## src/hw/corePkg.sv

```systemverilog
package corePkg;

    localparam int wordWidth = 32;
    localparam int regCount = 32;
    localparam int regAddrWidth = 5;

    typedef logic [wordWidth-1:0] word_t;
    typedef logic [regAddrWidth-1:0] regAddr_t;

    localparam word_t pcStep = 32'd4;

    // Opcode field values
    localparam logic [5:0] opSpecial  = 6'h00;
    localparam logic [5:0] opSpecial2 = 6'h1c;
    localparam logic [5:0] opAddiu    = 6'h09;
    localparam logic [5:0] opSlti     = 6'h0a;
    localparam logic [5:0] opAndi     = 6'h0c;
    localparam logic [5:0] opOri      = 6'h0d;
    localparam logic [5:0] opXori     = 6'h0e;
    localparam logic [5:0] opLui      = 6'h0f;

    // Function field values
    localparam logic [5:0] fnAddu = 6'h21;
    localparam logic [5:0] fnSubu = 6'h23;
    localparam logic [5:0] fnAnd  = 6'h24;
    localparam logic [5:0] fnOr   = 6'h25;
    localparam logic [5:0] fnXor  = 6'h26;
    localparam logic [5:0] fnSlt  = 6'h2a;
    localparam logic [5:0] fnSltu = 6'h2b;
    // MUL lives under SPECIAL2
    localparam logic [5:0] fnMul  = 6'h02;

    typedef enum logic [3:0] {
        aluAdd,
        aluSub,
        aluAnd,
        aluOr,
        aluXor,
        aluSlt,
        aluSltu,
        aluLui,
        aluMul
    } aluOp_t;

    typedef struct packed {
        aluOp_t   aluOp;
        regAddr_t srcA;
        regAddr_t srcB;
        logic     useImm;
        logic     zeroExtImm;
        word_t    imm;
        regAddr_t dest;
        logic     isMul;
    } ctrl_t;

    // Register value in flight
    typedef struct packed {
        logic     valid;
        regAddr_t dest;
        word_t    value;
    } fwdSrc_t;

    typedef struct packed {
        logic [3:0] wen;
        word_t      pc;
        regAddr_t   num;
        word_t      data;
    } wbInfo_t;

endpackage
```

## src/hw/coreTop.sv

```systemverilog
module coreTop (
    input  logic             clk,
    input  logic             reset,
    input  logic             instrValid,
    input  corePkg::word_t   instr,
    output logic             instrReady,
    output corePkg::wbInfo_t wb
);

    corePkg::ctrl_t decCtrl;
    corePkg::word_t decPc;
    logic decValid;
    logic useA;
    logic useB;
    logic hazardA;
    logic hazardB;

    corePkg::word_t readDataA;
    corePkg::word_t readDataB;
    corePkg::word_t operandA;
    corePkg::word_t operandB;

    corePkg::ctrl_t execCtrl;
    corePkg::word_t execA;
    corePkg::word_t execB;
    corePkg::word_t execResult;
    corePkg::word_t execPc;
    logic execValid;

    corePkg::fwdSrc_t execFwd;
    corePkg::fwdSrc_t memFwd;
    corePkg::regAddr_t regWriteAddr;
    corePkg::word_t regWriteData;

    issueStage issue0 (
        .clk(clk),
        .reset(reset),
        .instrValid(instrValid),
        .instr(instr),
        .instrReady(instrReady),
        .hazardA(hazardA),
        .hazardB(hazardB),
        .ctrl(decCtrl),
        .pc(decPc),
        .valid(decValid),
        .useA(useA),
        .useB(useB)
    );

    regFile regs0 (
        .clk(clk),
        .reset(reset),
        .readAddrA(decCtrl.srcA),
        .readAddrB(decCtrl.srcB),
        .readDataA(readDataA),
        .readDataB(readDataB),
        .writeAddr(regWriteAddr),
        .writeData(regWriteData)
    );

    // One forwarding unit per source operand
    operandForward fwdA (
        .request(decCtrl.srcA),
        .enable(useA),
        .original(readDataA),
        .srcExec(execFwd),
        .srcMem(memFwd),
        .value(operandA),
        .hazard(hazardA)
    );

    operandForward fwdB (
        .request(decCtrl.srcB),
        .enable(useB),
        .original(readDataB),
        .srcExec(execFwd),
        .srcMem(memFwd),
        .value(operandB),
        .hazard(hazardB)
    );

    // Decode holds exactly when it refuses new instructions
    executeUnit exec0 (
        .clk(clk),
        .reset(reset),
        .ctrl(decCtrl),
        .pc(decPc),
        .valid(decValid),
        .stall(!instrReady),
        .operandA(operandA),
        .operandB(operandB),
        .execCtrl(execCtrl),
        .execA(execA),
        .execB(execB),
        .execResult(execResult),
        .execPc(execPc),
        .execValid(execValid),
        .execFwd(execFwd)
    );

    writebackStage wback0 (
        .clk(clk),
        .reset(reset),
        .execCtrl(execCtrl),
        .execA(execA),
        .execB(execB),
        .execResult(execResult),
        .execPc(execPc),
        .execValid(execValid),
        .memFwd(memFwd),
        .regWriteAddr(regWriteAddr),
        .regWriteData(regWriteData),
        .wb(wb)
    );

endmodule

```

## src/hw/writebackStage.sv

```systemverilog
module writebackStage import corePkg::*; (
    input  logic     clk,
    input  logic     reset,
    input  ctrl_t    execCtrl,
    input  word_t    execA,
    input  word_t    execB,
    input  word_t    execResult,
    input  word_t    execPc,
    input  logic     execValid,
    output fwdSrc_t  memFwd,
    output regAddr_t regWriteAddr,
    output word_t    regWriteData,
    output wbInfo_t  wb
);

    word_t product;
    word_t memData;
    word_t memPc;
    regAddr_t memDest;
    logic memValid;

    // Low half only
    assign product = execA * execB;

    always_ff @(posedge clk) begin
        if (reset) begin
            memValid <= 1'b0;
        end else begin
            memValid <= execValid;
        end
    end

    always_ff @(posedge clk) begin
        memData <= execCtrl.isMul ? product : execResult;
        memDest <= execCtrl.dest;
        memPc <= execPc;
    end

    assign regWriteAddr = memValid ? memDest : '0;
    assign regWriteData = memData;

    assign memFwd.valid = (regWriteAddr != '0);
    assign memFwd.dest = regWriteAddr;
    assign memFwd.value = memData;

    assign wb.wen = (regWriteAddr != '0) ? 4'hf : 4'h0;
    assign wb.pc = memPc;
    assign wb.num = regWriteAddr;
    assign wb.data = memData;

endmodule

```

## src/hw/executeUnit.sv

```systemverilog
module executeUnit import corePkg::*; (
    input  logic    clk,
    input  logic    reset,
    input  ctrl_t   ctrl,
    input  word_t   pc,
    input  logic    valid,
    input  logic    stall,
    input  word_t   operandA,
    input  word_t   operandB,
    output ctrl_t   execCtrl,
    output word_t   execA,
    output word_t   execB,
    output word_t   execResult,
    output word_t   execPc,
    output logic    execValid,
    output fwdSrc_t execFwd
);

    word_t opB;
    word_t aluOut;
    regAddr_t execDest;

    assign opB = ctrl.useImm ? ctrl.imm : operandB;

    always_comb begin
        case (ctrl.aluOp)
            aluAdd:  aluOut = operandA + opB;
            aluSub:  aluOut = operandA - opB;
            aluAnd:  aluOut = operandA & opB;
            aluOr:   aluOut = operandA | opB;
            aluXor:  aluOut = operandA ^ opB;
            aluSlt:  aluOut = word_t'($signed(operandA) < $signed(opB));
            aluSltu: aluOut = word_t'(operandA < opB);
            aluLui:  aluOut = opB;
            // Product is formed in the next stage
            default: aluOut = '0;
        endcase
    end

    always_ff @(posedge clk) begin
        if (reset) begin
            execValid <= 1'b0;
        end else begin
            execValid <= valid && !stall;
        end
    end

    always_ff @(posedge clk) begin
        execCtrl <= ctrl;
        execA <= operandA;
        execB <= opB;
        execResult <= aluOut;
        execPc <= pc;
    end

    // A bubble must never match a waiting operand
    assign execDest = execValid ? execCtrl.dest : '0;

    assign execFwd.valid = (execDest != '0) && !execCtrl.isMul;
    assign execFwd.dest = execDest;
    assign execFwd.value = execResult;

endmodule

```

## src/hw/issueStage.sv

```systemverilog
module issueStage import corePkg::*; (
    input  logic  clk,
    input  logic  reset,
    input  logic  instrValid,
    input  word_t instr,
    output logic  instrReady,
    input  logic  hazardA,
    input  logic  hazardB,
    output ctrl_t ctrl,
    output word_t pc,
    output logic  valid,
    output logic  useA,
    output logic  useB
);

    logic [5:0] opcode;
    logic [5:0] funct;
    regAddr_t rs;
    regAddr_t rt;
    regAddr_t rd;
    logic [15:0] imm16;

    logic known;
    logic rType;
    logic zeroExt;
    logic isMul;
    aluOp_t aluOp;
    ctrl_t decoded;

    word_t pcCount;
    logic hold;
    logic accept;

    assign opcode = instr[31:26];
    assign rs     = instr[25:21];
    assign rt     = instr[20:16];
    assign rd     = instr[15:11];
    assign funct  = instr[5:0];
    assign imm16  = instr[15:0];

    always_comb begin
        known = 1'b1;
        rType = 1'b1;
        zeroExt = 1'b0;
        isMul = 1'b0;
        aluOp = aluAdd;
        case (opcode)
            opSpecial: begin
                case (funct)
                    fnAddu: aluOp = aluAdd;
                    fnSubu: aluOp = aluSub;
                    fnAnd:  aluOp = aluAnd;
                    fnOr:   aluOp = aluOr;
                    fnXor:  aluOp = aluXor;
                    fnSlt:  aluOp = aluSlt;
                    fnSltu: aluOp = aluSltu;
                    default: known = 1'b0;
                endcase
            end
            opSpecial2: begin
                aluOp = aluMul;
                isMul = 1'b1;
                known = (funct == fnMul);
            end
            opAddiu: rType = 1'b0;
            opSlti: begin
                rType = 1'b0;
                aluOp = aluSlt;
            end
            opAndi: begin
                rType = 1'b0;
                zeroExt = 1'b1;
                aluOp = aluAnd;
            end
            opOri: begin
                rType = 1'b0;
                zeroExt = 1'b1;
                aluOp = aluOr;
            end
            opXori: begin
                rType = 1'b0;
                zeroExt = 1'b1;
                aluOp = aluXor;
            end
            opLui: begin
                rType = 1'b0;
                aluOp = aluLui;
            end
            default: known = 1'b0;
        endcase

        decoded.aluOp = aluOp;
        decoded.srcA = rs;
        decoded.srcB = rType ? rt : '0;
        decoded.useImm = !rType;
        decoded.zeroExtImm = zeroExt;
        if (aluOp == aluLui) begin
            decoded.imm = {imm16, 16'h0000};
        end else if (zeroExt) begin
            decoded.imm = {16'h0000, imm16};
        end else begin
            decoded.imm = {{16{imm16[15]}}, imm16};
        end
        decoded.dest = rType ? rd : rt;
        decoded.isMul = isMul;
        // Unknown opcodes turn into a no-op writing nothing
        if (!known) begin
            decoded = '0;
        end
    end

    assign hold = valid && (hazardA || hazardB);
    assign instrReady = !hold;
    assign accept = instrValid && instrReady;

    // LUI ignores rs, immediate forms ignore rt
    assign useA = valid && (ctrl.aluOp != aluLui);
    assign useB = valid && !ctrl.useImm;

    always_ff @(posedge clk) begin
        if (reset) begin
            valid <= 1'b0;
            pcCount <= '0;
        end else if (!hold) begin
            valid <= accept;
            if (accept) begin
                pcCount <= pcCount + pcStep;
            end
        end
    end

    always_ff @(posedge clk) begin
        if (accept) begin
            ctrl <= decoded;
            pc <= pcCount;
        end
    end

endmodule

```

## src/hw/operandForward.sv

```systemverilog
module operandForward import corePkg::*; (
    input  regAddr_t request,
    input  logic     enable,
    input  word_t    original,
    input  fwdSrc_t  srcExec,
    input  fwdSrc_t  srcMem,
    output word_t    value,
    output logic     hazard
);

    logic matchExec;
    logic matchMem;

    assign matchExec = (srcExec.dest == request);
    assign matchMem = srcMem.valid && (srcMem.dest == request);

    always_comb begin
        value = original;
        hazard = 1'b0;
        if (!enable || request == '0) begin
            value = '0;
        end else if (matchExec) begin
            // Youngest writer wins, even if its value is not ready yet
            if (srcExec.valid) begin
                value = srcExec.value;
            end else begin
                hazard = 1'b1;
            end
        end else if (matchMem) begin
            value = srcMem.value;
        end
    end

endmodule

```

## src/hw/regFile.sv

```systemverilog
module regFile import corePkg::*; (
    input  logic     clk,
    input  logic     reset,
    input  regAddr_t readAddrA,
    input  regAddr_t readAddrB,
    output word_t    readDataA,
    output word_t    readDataB,
    input  regAddr_t writeAddr,
    input  word_t    writeData
);

    word_t regs [regCount];

    // Register 0 is never written, so it keeps its reset value of zero
    always_ff @(posedge clk) begin
        if (reset) begin
            for (int i = 0; i < regCount; i++) begin
                regs[i] <= '0;
            end
        end else if (writeAddr != '0) begin
            regs[writeAddr] <= writeData;
        end
    end

    assign readDataA = regs[readAddrA];
    assign readDataB = regs[readAddrB];

endmodule

```

## config.mk

```make
export PLATFORM = sky130hd
export DESIGN_NAME = coreTop
export DESIGN_NICKNAME = d
export VERILOG_FILES = /design/src/hw/corePkg.sv /design/src/hw/coreTop.sv /design/src/hw/writebackStage.sv /design/src/hw/executeUnit.sv /design/src/hw/issueStage.sv /design/src/hw/operandForward.sv /design/src/hw/regFile.sv
export SDC_FILE = /design/constraint.sdc
export NUM_CORES = 2
export LEC_CHECK = 0
export ABC_CLOCK_PERIOD_IN_PS = 7900
export BUFFER_PORTS_ARGS = -buffer_cell sky130_fd_sc_hd__buf_2
export CORE_MARGIN = 2
export CORE_UTILIZATION = 45
export DETAILED_ROUTE_END_ITERATION = 12
export GPL_TIMING_DRIVEN = 1
export SLEW_MARGIN = 30
export SYNTH_ARGS = -nofsm -noshare
export SYNTH_HDL_FRONTEND = slang
export SYNTH_SLANG_ARGS = --single-unit
```

## constraint.sdc

```tcl
create_clock -name clk -period 7.9 [get_ports clk]
set_clock_uncertainty 0.1 [all_clocks]
set_input_delay 0.79 -clock clk [delete_from_list [all_inputs] [get_ports clk]]
set_output_delay 0.79 -clock clk [all_outputs]
set_load 0.005 [all_outputs]
```

## After elaboration in Yosys (flattened, before gate mapping)

Memories as Yosys holds them, arrays and structs flattened. A register that Yosys moved wholly into a read port is not among the register bits.
Index checks and enable logic that the tools add are counted.

- Register bits after elaboration: 323
- Bits in writable memories: 1024
- Memories: 1

- Add/subtract/negate cells: 3
- Multipliers: 1
- Magnitude comparators: 2
- Equal/unequal tests: 28
- Multiplexer cells: 40
- Bitwise logic cells: 5
- Reductions and logical operators: 29

Memories:

| memory | words | width | read ports | clocked after memory_dff | wr ports | RTL line | RTL |
|---|---|---|---|---|---|---|---|
| regs0.regs | 32 | 32 | 2 | 2 | 32 | regFile.sv:12 | `word_t regs [regCount];` |

Operators by type and width:

| kind | count |
|---|---|
| 2-to-1 mux 32 bit | 13 |
| case mux 32 bit (8 select lines) | 1 |
| less-than comparator 32 bit | 2 |
| == test 6 bit, second input constant | 7 |
| 2-to-1 mux 5 bit | 8 |
| == test 6 x 4 -> 1 bit, second input constant | 6 |
| adder 32 x 3 -> 32 bit, second input constant | 1 |
| adder 32 bit | 1 |
| bitwise AND 32 bit | 1 |
| multiplier 32 x 32 -> 32 bit | 1 |
| bitwise OR 32 bit | 1 |
| OR reduction 32 bit | 1 |
| subtractor 32 bit | 1 |
| XOR 32 bit | 1 |
| case mux 4 bit (7 select lines) | 1 |
| == test 4 x 3 -> 1 bit, second input constant | 5 |
| == test 5 bit | 4 |
| case mux 3 bit (6 select lines) | 1 |
| 2-to-1 mux 1 bit | 14 |
| OR reduction 7 bit | 2 |
| zero test 5 bit | 2 |
| nonzero test 5 bit | 2 |
| == test 4 x 2 -> 1 bit, second input constant | 2 |
| logical AND 1 bit | 8 |
| other kinds (15) | 22 |

## Longest topological paths before layout

- Depth after elaboration: 11
- Depth in mapped cells: 28

## Cells and area by module

Synthesis repeated with hierarchy kept, for this count alone.

- Cell total of the unflattened synthesis: 8415
- Area total of the unflattened synthesis: 91512.8 um^2

By module, submodules not included:

| module | times used | cells an instance | area each (um^2) | sequential area each (um^2) |
|---|---|---|---|---|
| regFile | 1 | 4604 | 56061.3 | 30749.5 |
| writebackStage | 1 | 1943 | 18161.2 | 1401.3 |
| executeUnit | 1 | 1047 | 9506.6 | 3663.5 |
| issueStage | 1 | 394 | 4787.1 | 3143.0 |
| operandForward | 2 | 213 | 1496.4 | 0.0 |
| coreTop | 1 | 1 | 3.8 | 0.0 |

## Least setup slack after synthesis

No wires, ideal clock.

- Kind: reg-to-reg
- Start point: register exec0.execB[3]
- End point: register wback0.memData[31] (netlist: wback0.regWriteData[31])
- Setup time: 0.121 ns
- Data arrival time: 6.943 ns
- Slack: 0.737 ns
- Stages on the path, launching flop included: 27
- Clock period less this slack: 7.163 ns
- Cells stage by stage: dfxtp_1 -> clkbuf_1 -> clkbuf_1 -> and2_1 -> fa_1 -> inv_1 -> fa_1 -> fa_1 -> fa_1 -> inv_1 -> fa_1 -> inv_1 -> fa_1 -> inv_1 -> fa_1 -> fa_1 -> ha_1 -> a21o_1 -> a21o_1 -> a211oi_1 -> o21a_1 -> a31oi_1 -> a221oi_1 -> o311ai_0 -> a21oi_1 -> xnor2_1 -> mux2_2

- Cells in the longest elaborated chain, start to end: 2

RTL lines:

| element | RTL line | RTL |
|---|---|---|
| start, declared | executeUnit.sv:12 | `output word_t execB,` |
| start signal, assigned | executeUnit.sv:51 | `execB <= opB;` |
| multiplier 32 x 32 -> 32 bit | writebackStage.sv:23 | `assign product = execA * execB;` |
| 2-to-1 mux 32 bit | writebackStage.sv:34 | `memData <= execCtrl.isMul ? product : execResult;` |
| end signal, assigned | writebackStage.sv:34 |  |
| end, declared | writebackStage.sv:17 | `word_t memData;` |

Every way passes these cells.
A chain may end at the register's enable or synchronous reset.

## Worst setup path in the final report

- Start point: register exec0.execB[6]
- End point: register wback0.memData[29] (netlist: wback0.regWriteData[29])

Same word-level chain as after synthesis.

==> out/summary.md <==
## Final layout
* 10.4% — area growth from synthesis to layout
* 7472 — Net count, final
* 9443 — number of non-filler instances in the completed layout
* sky130_fd_sc_hd__and2_1 — commonest non-fill, non-tap cell in the layout
* 0.196 — share of post-route cells with drive strength above 1
* 16.3k — Layout fillers
* 1328 x sky130_fd_sc_hd__and2_1, 1107 x sky130_fd_sc_hd__edfxtp_1, 640 x sky130_fd_sc_hd__mux4_2 — commonest non-fill, non-tap cells in the layout

## Clock network
* 1349 — clock sink count
* sky130_fd_sc_hd__clkbuf_16 — root buf cell
* 0 — setup repair bufs after CTS
* 60 ps — clk slew on worst S/H paths
* 3 — number of buffers between clock root and the deepest sink
* 820 ps — clock latency on the worst-skew pair
* 148 — number of buffers added by the clock tree synthesis step
* 4 — H-tree depth reported by CTS
* 0 — number of gates resized after CTS
* 0 — number of hold buffers added after CTS
* built — TritonCTS clock tree

## Die
* 195000 um^2 — die outline area
* 190000 um^2 — standard cell core area
* 442 um — vertical die dimension
* 442 um — die width
* 0.453 — starting utilization of the core area
* 109 — number of top-level pins
* 160 — FP Rows

## Timing
* 0 — Slew Viols, Final
* 203 ps — worst hold slack
* 132 MHz — upper clock frequency limit
* 350 ps — worst setup margin
* 0 — total of endpoints with negative setup slack in the final report
* 0.956 — final worst path period share
* 0.284 — max_slew headroom
* 7550 ps — clock period minus worst slack
* 0 ps — Setup Total Neg Slack
* 0 — number of hold violations in the final report
* 1060 ps — transition at the pin with the smallest max-transition slack
* no — unrepaired setup endpoints after global routing

## Synth
* 0 — share of synthesized registers carrying an async set or reset
* 6810 — cells after synthesis
* 85 — post-synth cell types
* 1349 — register bit total from synthesis
* sky130_fd_sc_hd__edfxtp_1 — most instantiated flip-flop cell in the synthesis netlist
* 1107 — number of enable-type register cells in the synthesized netlist
* 86200 um^2 — netlist area before placement
* 0 — Ys Warns
* 12.7 um^2 — Avg Inst Size Synth
* 0.442 — fraction of the yosys area taken by sequential cells

## Hold path
* instrValid — launch instance of the worst min-delay path
* primary input to flop — worst hold path type
* issue0.valid — hold-critical path endpoint
* 3 — Hold Path Cell Cnt

## Setup path
* flop to flop — kind of critical path
* sky130_fd_sc_hd__fa_1 — Slowest-stage cell, CP
* flop — critical path capture point type
* 540 ps — longest individual stage delay on the worst path
* 6 — number of buffers and inverters on the critical path
* adder cells — family with the most delay on the worst path
* 8110 ps — critical path data arrival time
* wback0.regWriteData[29] — worst reg2reg endpoint
* 26 — worst-case reg-to-reg path depth
* exec0.execB[6] — launching point of the worst reg2reg path
* 350 ps — reg-to-reg setup timing slack
* 16 — largest driver fanout on the critical path
* sky130_fd_sc_hd__fa_1 — dominant cell type by count on the critical path
* flop — element type at the critical path start
* 8460 ps — required time of the critical path

## Placement
* 9168 — total placed cells including tap cells
* 195000 um — post-DP HPWL
* 362 ps — Place WS
* 106 — count of buffers from port buffering
* 0.966 — global placement routability congestion

## Global route
* 70 — maximum number of pins on one net before global-route repair
* 423000 um — first-pass GRT wire length
* 17 — initial antenna violation count
* 58.6k — vias in the first global route
* 0.301 — combined global-route utilization of all metal layers
* 0 — sum of overflow across all layers after global routing

## Job
* 0 — max-cap viol count

## Power and ir drop
* 159 uV — Worst VDD drop
* 203 nW/um^2 — total power per unit cell area
* 0.0368 uW — leakage power figure

## Detailed routing
* 293000 um — total wire length after detailed routing
* 6.12 — via density per instance
* 0 — Antenna Nets Post-Route
* 31.1 um — routed wirelength normalized by instance count
* 0 — # DRC
* 57.8k — Vias
* 6 — Pre-Repair DR Iteration Count
* 7103 — initial DRC count

## Status
* complete, no violations — run status

==> sequential cells by signal, indices dropped and copies added (netlist names), 5 cells and up, named ones only <==
register	cells
wback0.memDest	5
wback0.regWriteData	32
issue0.pcCount	30
issue0.ctrl	53
exec0.execResult	32
exec0.execPc	30
exec0.execB	32
regs0.regs	1024
exec0.execCtrl	6
issue0.pc	30
wback0.memPc	30
exec0.execA	32
==> per-layer routing <==
| layer | GRT usage | vias to the layer above | share of wire | routed length [um] |
|---|---|---|---|---|
| met1 | 0.410 | 30136 | 0.39 | 116000 |
| met5 | 0 | - | 0.00011 | 32 |
| met3 | 0.0578 | 642 | 0.094 | 27600 |
| met2 | 0.468 | 3029 | 0.46 | 134000 |
| met4 | 0.140 | 6 | 0.054 | 15900 |
| li1 | - | 23996 | - | - |
==> cells by family after synthesis <==
logic type               share of synthesized area
multiplexers                                 0.178
other                                    0.0000435
AO/OA/AOI/OAI                               0.0469
XOR/XNOR                                    0.0145
adder cells (fa/ha/maj)                      0.127
buffers and inverters                       0.0474
AND/OR/NAND/NOR                              0.145
flip-flops                                   0.442
==> synthesized netlist by cell type (43+ instances only) <==
master	n	area, um^2
sky130_fd_sc_hd__mux2i_1	65	651
sky130_fd_sc_hd__nand2_1	493	1850
sky130_fd_sc_hd__xnor2_1	99	867
sky130_fd_sc_hd__edfxtp_1	1107	33200
sky130_fd_sc_hd__xor2_1	44	385
sky130_fd_sc_hd__inv_1	478	1790
sky130_fd_sc_hd__a21oi_1	202	1010
sky130_fd_sc_hd__o21ai_0	136	681
sky130_fd_sc_hd__mux4_2	640	14400
sky130_fd_sc_hd__a211oi_1	43	323
sky130_fd_sc_hd__fa_1	410	8210
sky130_fd_sc_hd__nor2_1	219	822
sky130_fd_sc_hd__dfxtp_1	242	4840
sky130_fd_sc_hd__buf_2	60	300
sky130_fd_sc_hd__ha_1	220	2750
sky130_fd_sc_hd__and2_1	1328	8310
sky130_fd_sc_hd__buf_1	49	184
sky130_fd_sc_hd__clkbuf_1	431	1620
==> worst register-to-register path: cells and delay by family (launching register included) <==
family / cells / cell delay [ps]
muxes: 1 / 250
adders and majority gates: 9 / 4240
AOI/OAI and AO/OA: 8 / 1470
and+or+nand+nor: 1 / 170
buffers and inverters: 6 / 670
xor gates and xnor gates: 1 / 80
DFF: 1 / 480
==> per-stage QoR <==
| stage | cell area, um^2 | util | total power [uW] |
|---|---|---|---|
| after detailed placement | 90400 | 0.475 | 12400 |
| after floorplan | 86400 | - | 10700 |
| after CTS | 95200 | 0.500 | 19300 |
| final | 95200 | 0.500 | 19300 |
| after global routing | 95200 | 0.500 | 19900 |
| after global placement | 90400 | 0.475 | 12300 |
==> worst max path at each step <==
stage	from	to	slack, ps	cells after the start
3_3_place_gp	exec0.execA[9]	wback0.regWriteData[29]	360	26
6_report	exec0.execB[6]	wback0.regWriteData[29]	350	26
2_1_floorplan	exec0.execB[3]	wback0.regWriteData[31]	740	26
4_1_cts	exec0.execB[6]	wback0.regWriteData[29]	310	26
3_5_place_dp	exec0.execB[6]	wback0.regWriteData[29]	360	26
5_1_grt	exec0.execA[9]	wback0.regWriteData[29]	70	26
==> layout make-up <==
class                           instances  area (um^2)  share of cell area
Multi-Input combinational cell       4452        44500               0.467
Sequential cell                      1349        38100               0.401
Clock buffer                          192         4000              0.0421
Tap cell                             2511         3140              0.0330
Timing Repair Buffer                  372         2840              0.0299
Inverter                              484         1820              0.0191
Clock inverter                         78          786             0.00825
Antenna cell                            5         12.5            0.000131
==> where the power goes <==
group	switching, uW	internal (uW)	total [uW]
clock network	3040	3960	7000
registers	400	8010	8410
logic	2450	1440	3890
total	5890	13400	19300
No activity file was read; power rests on OpenSTA's default activity.
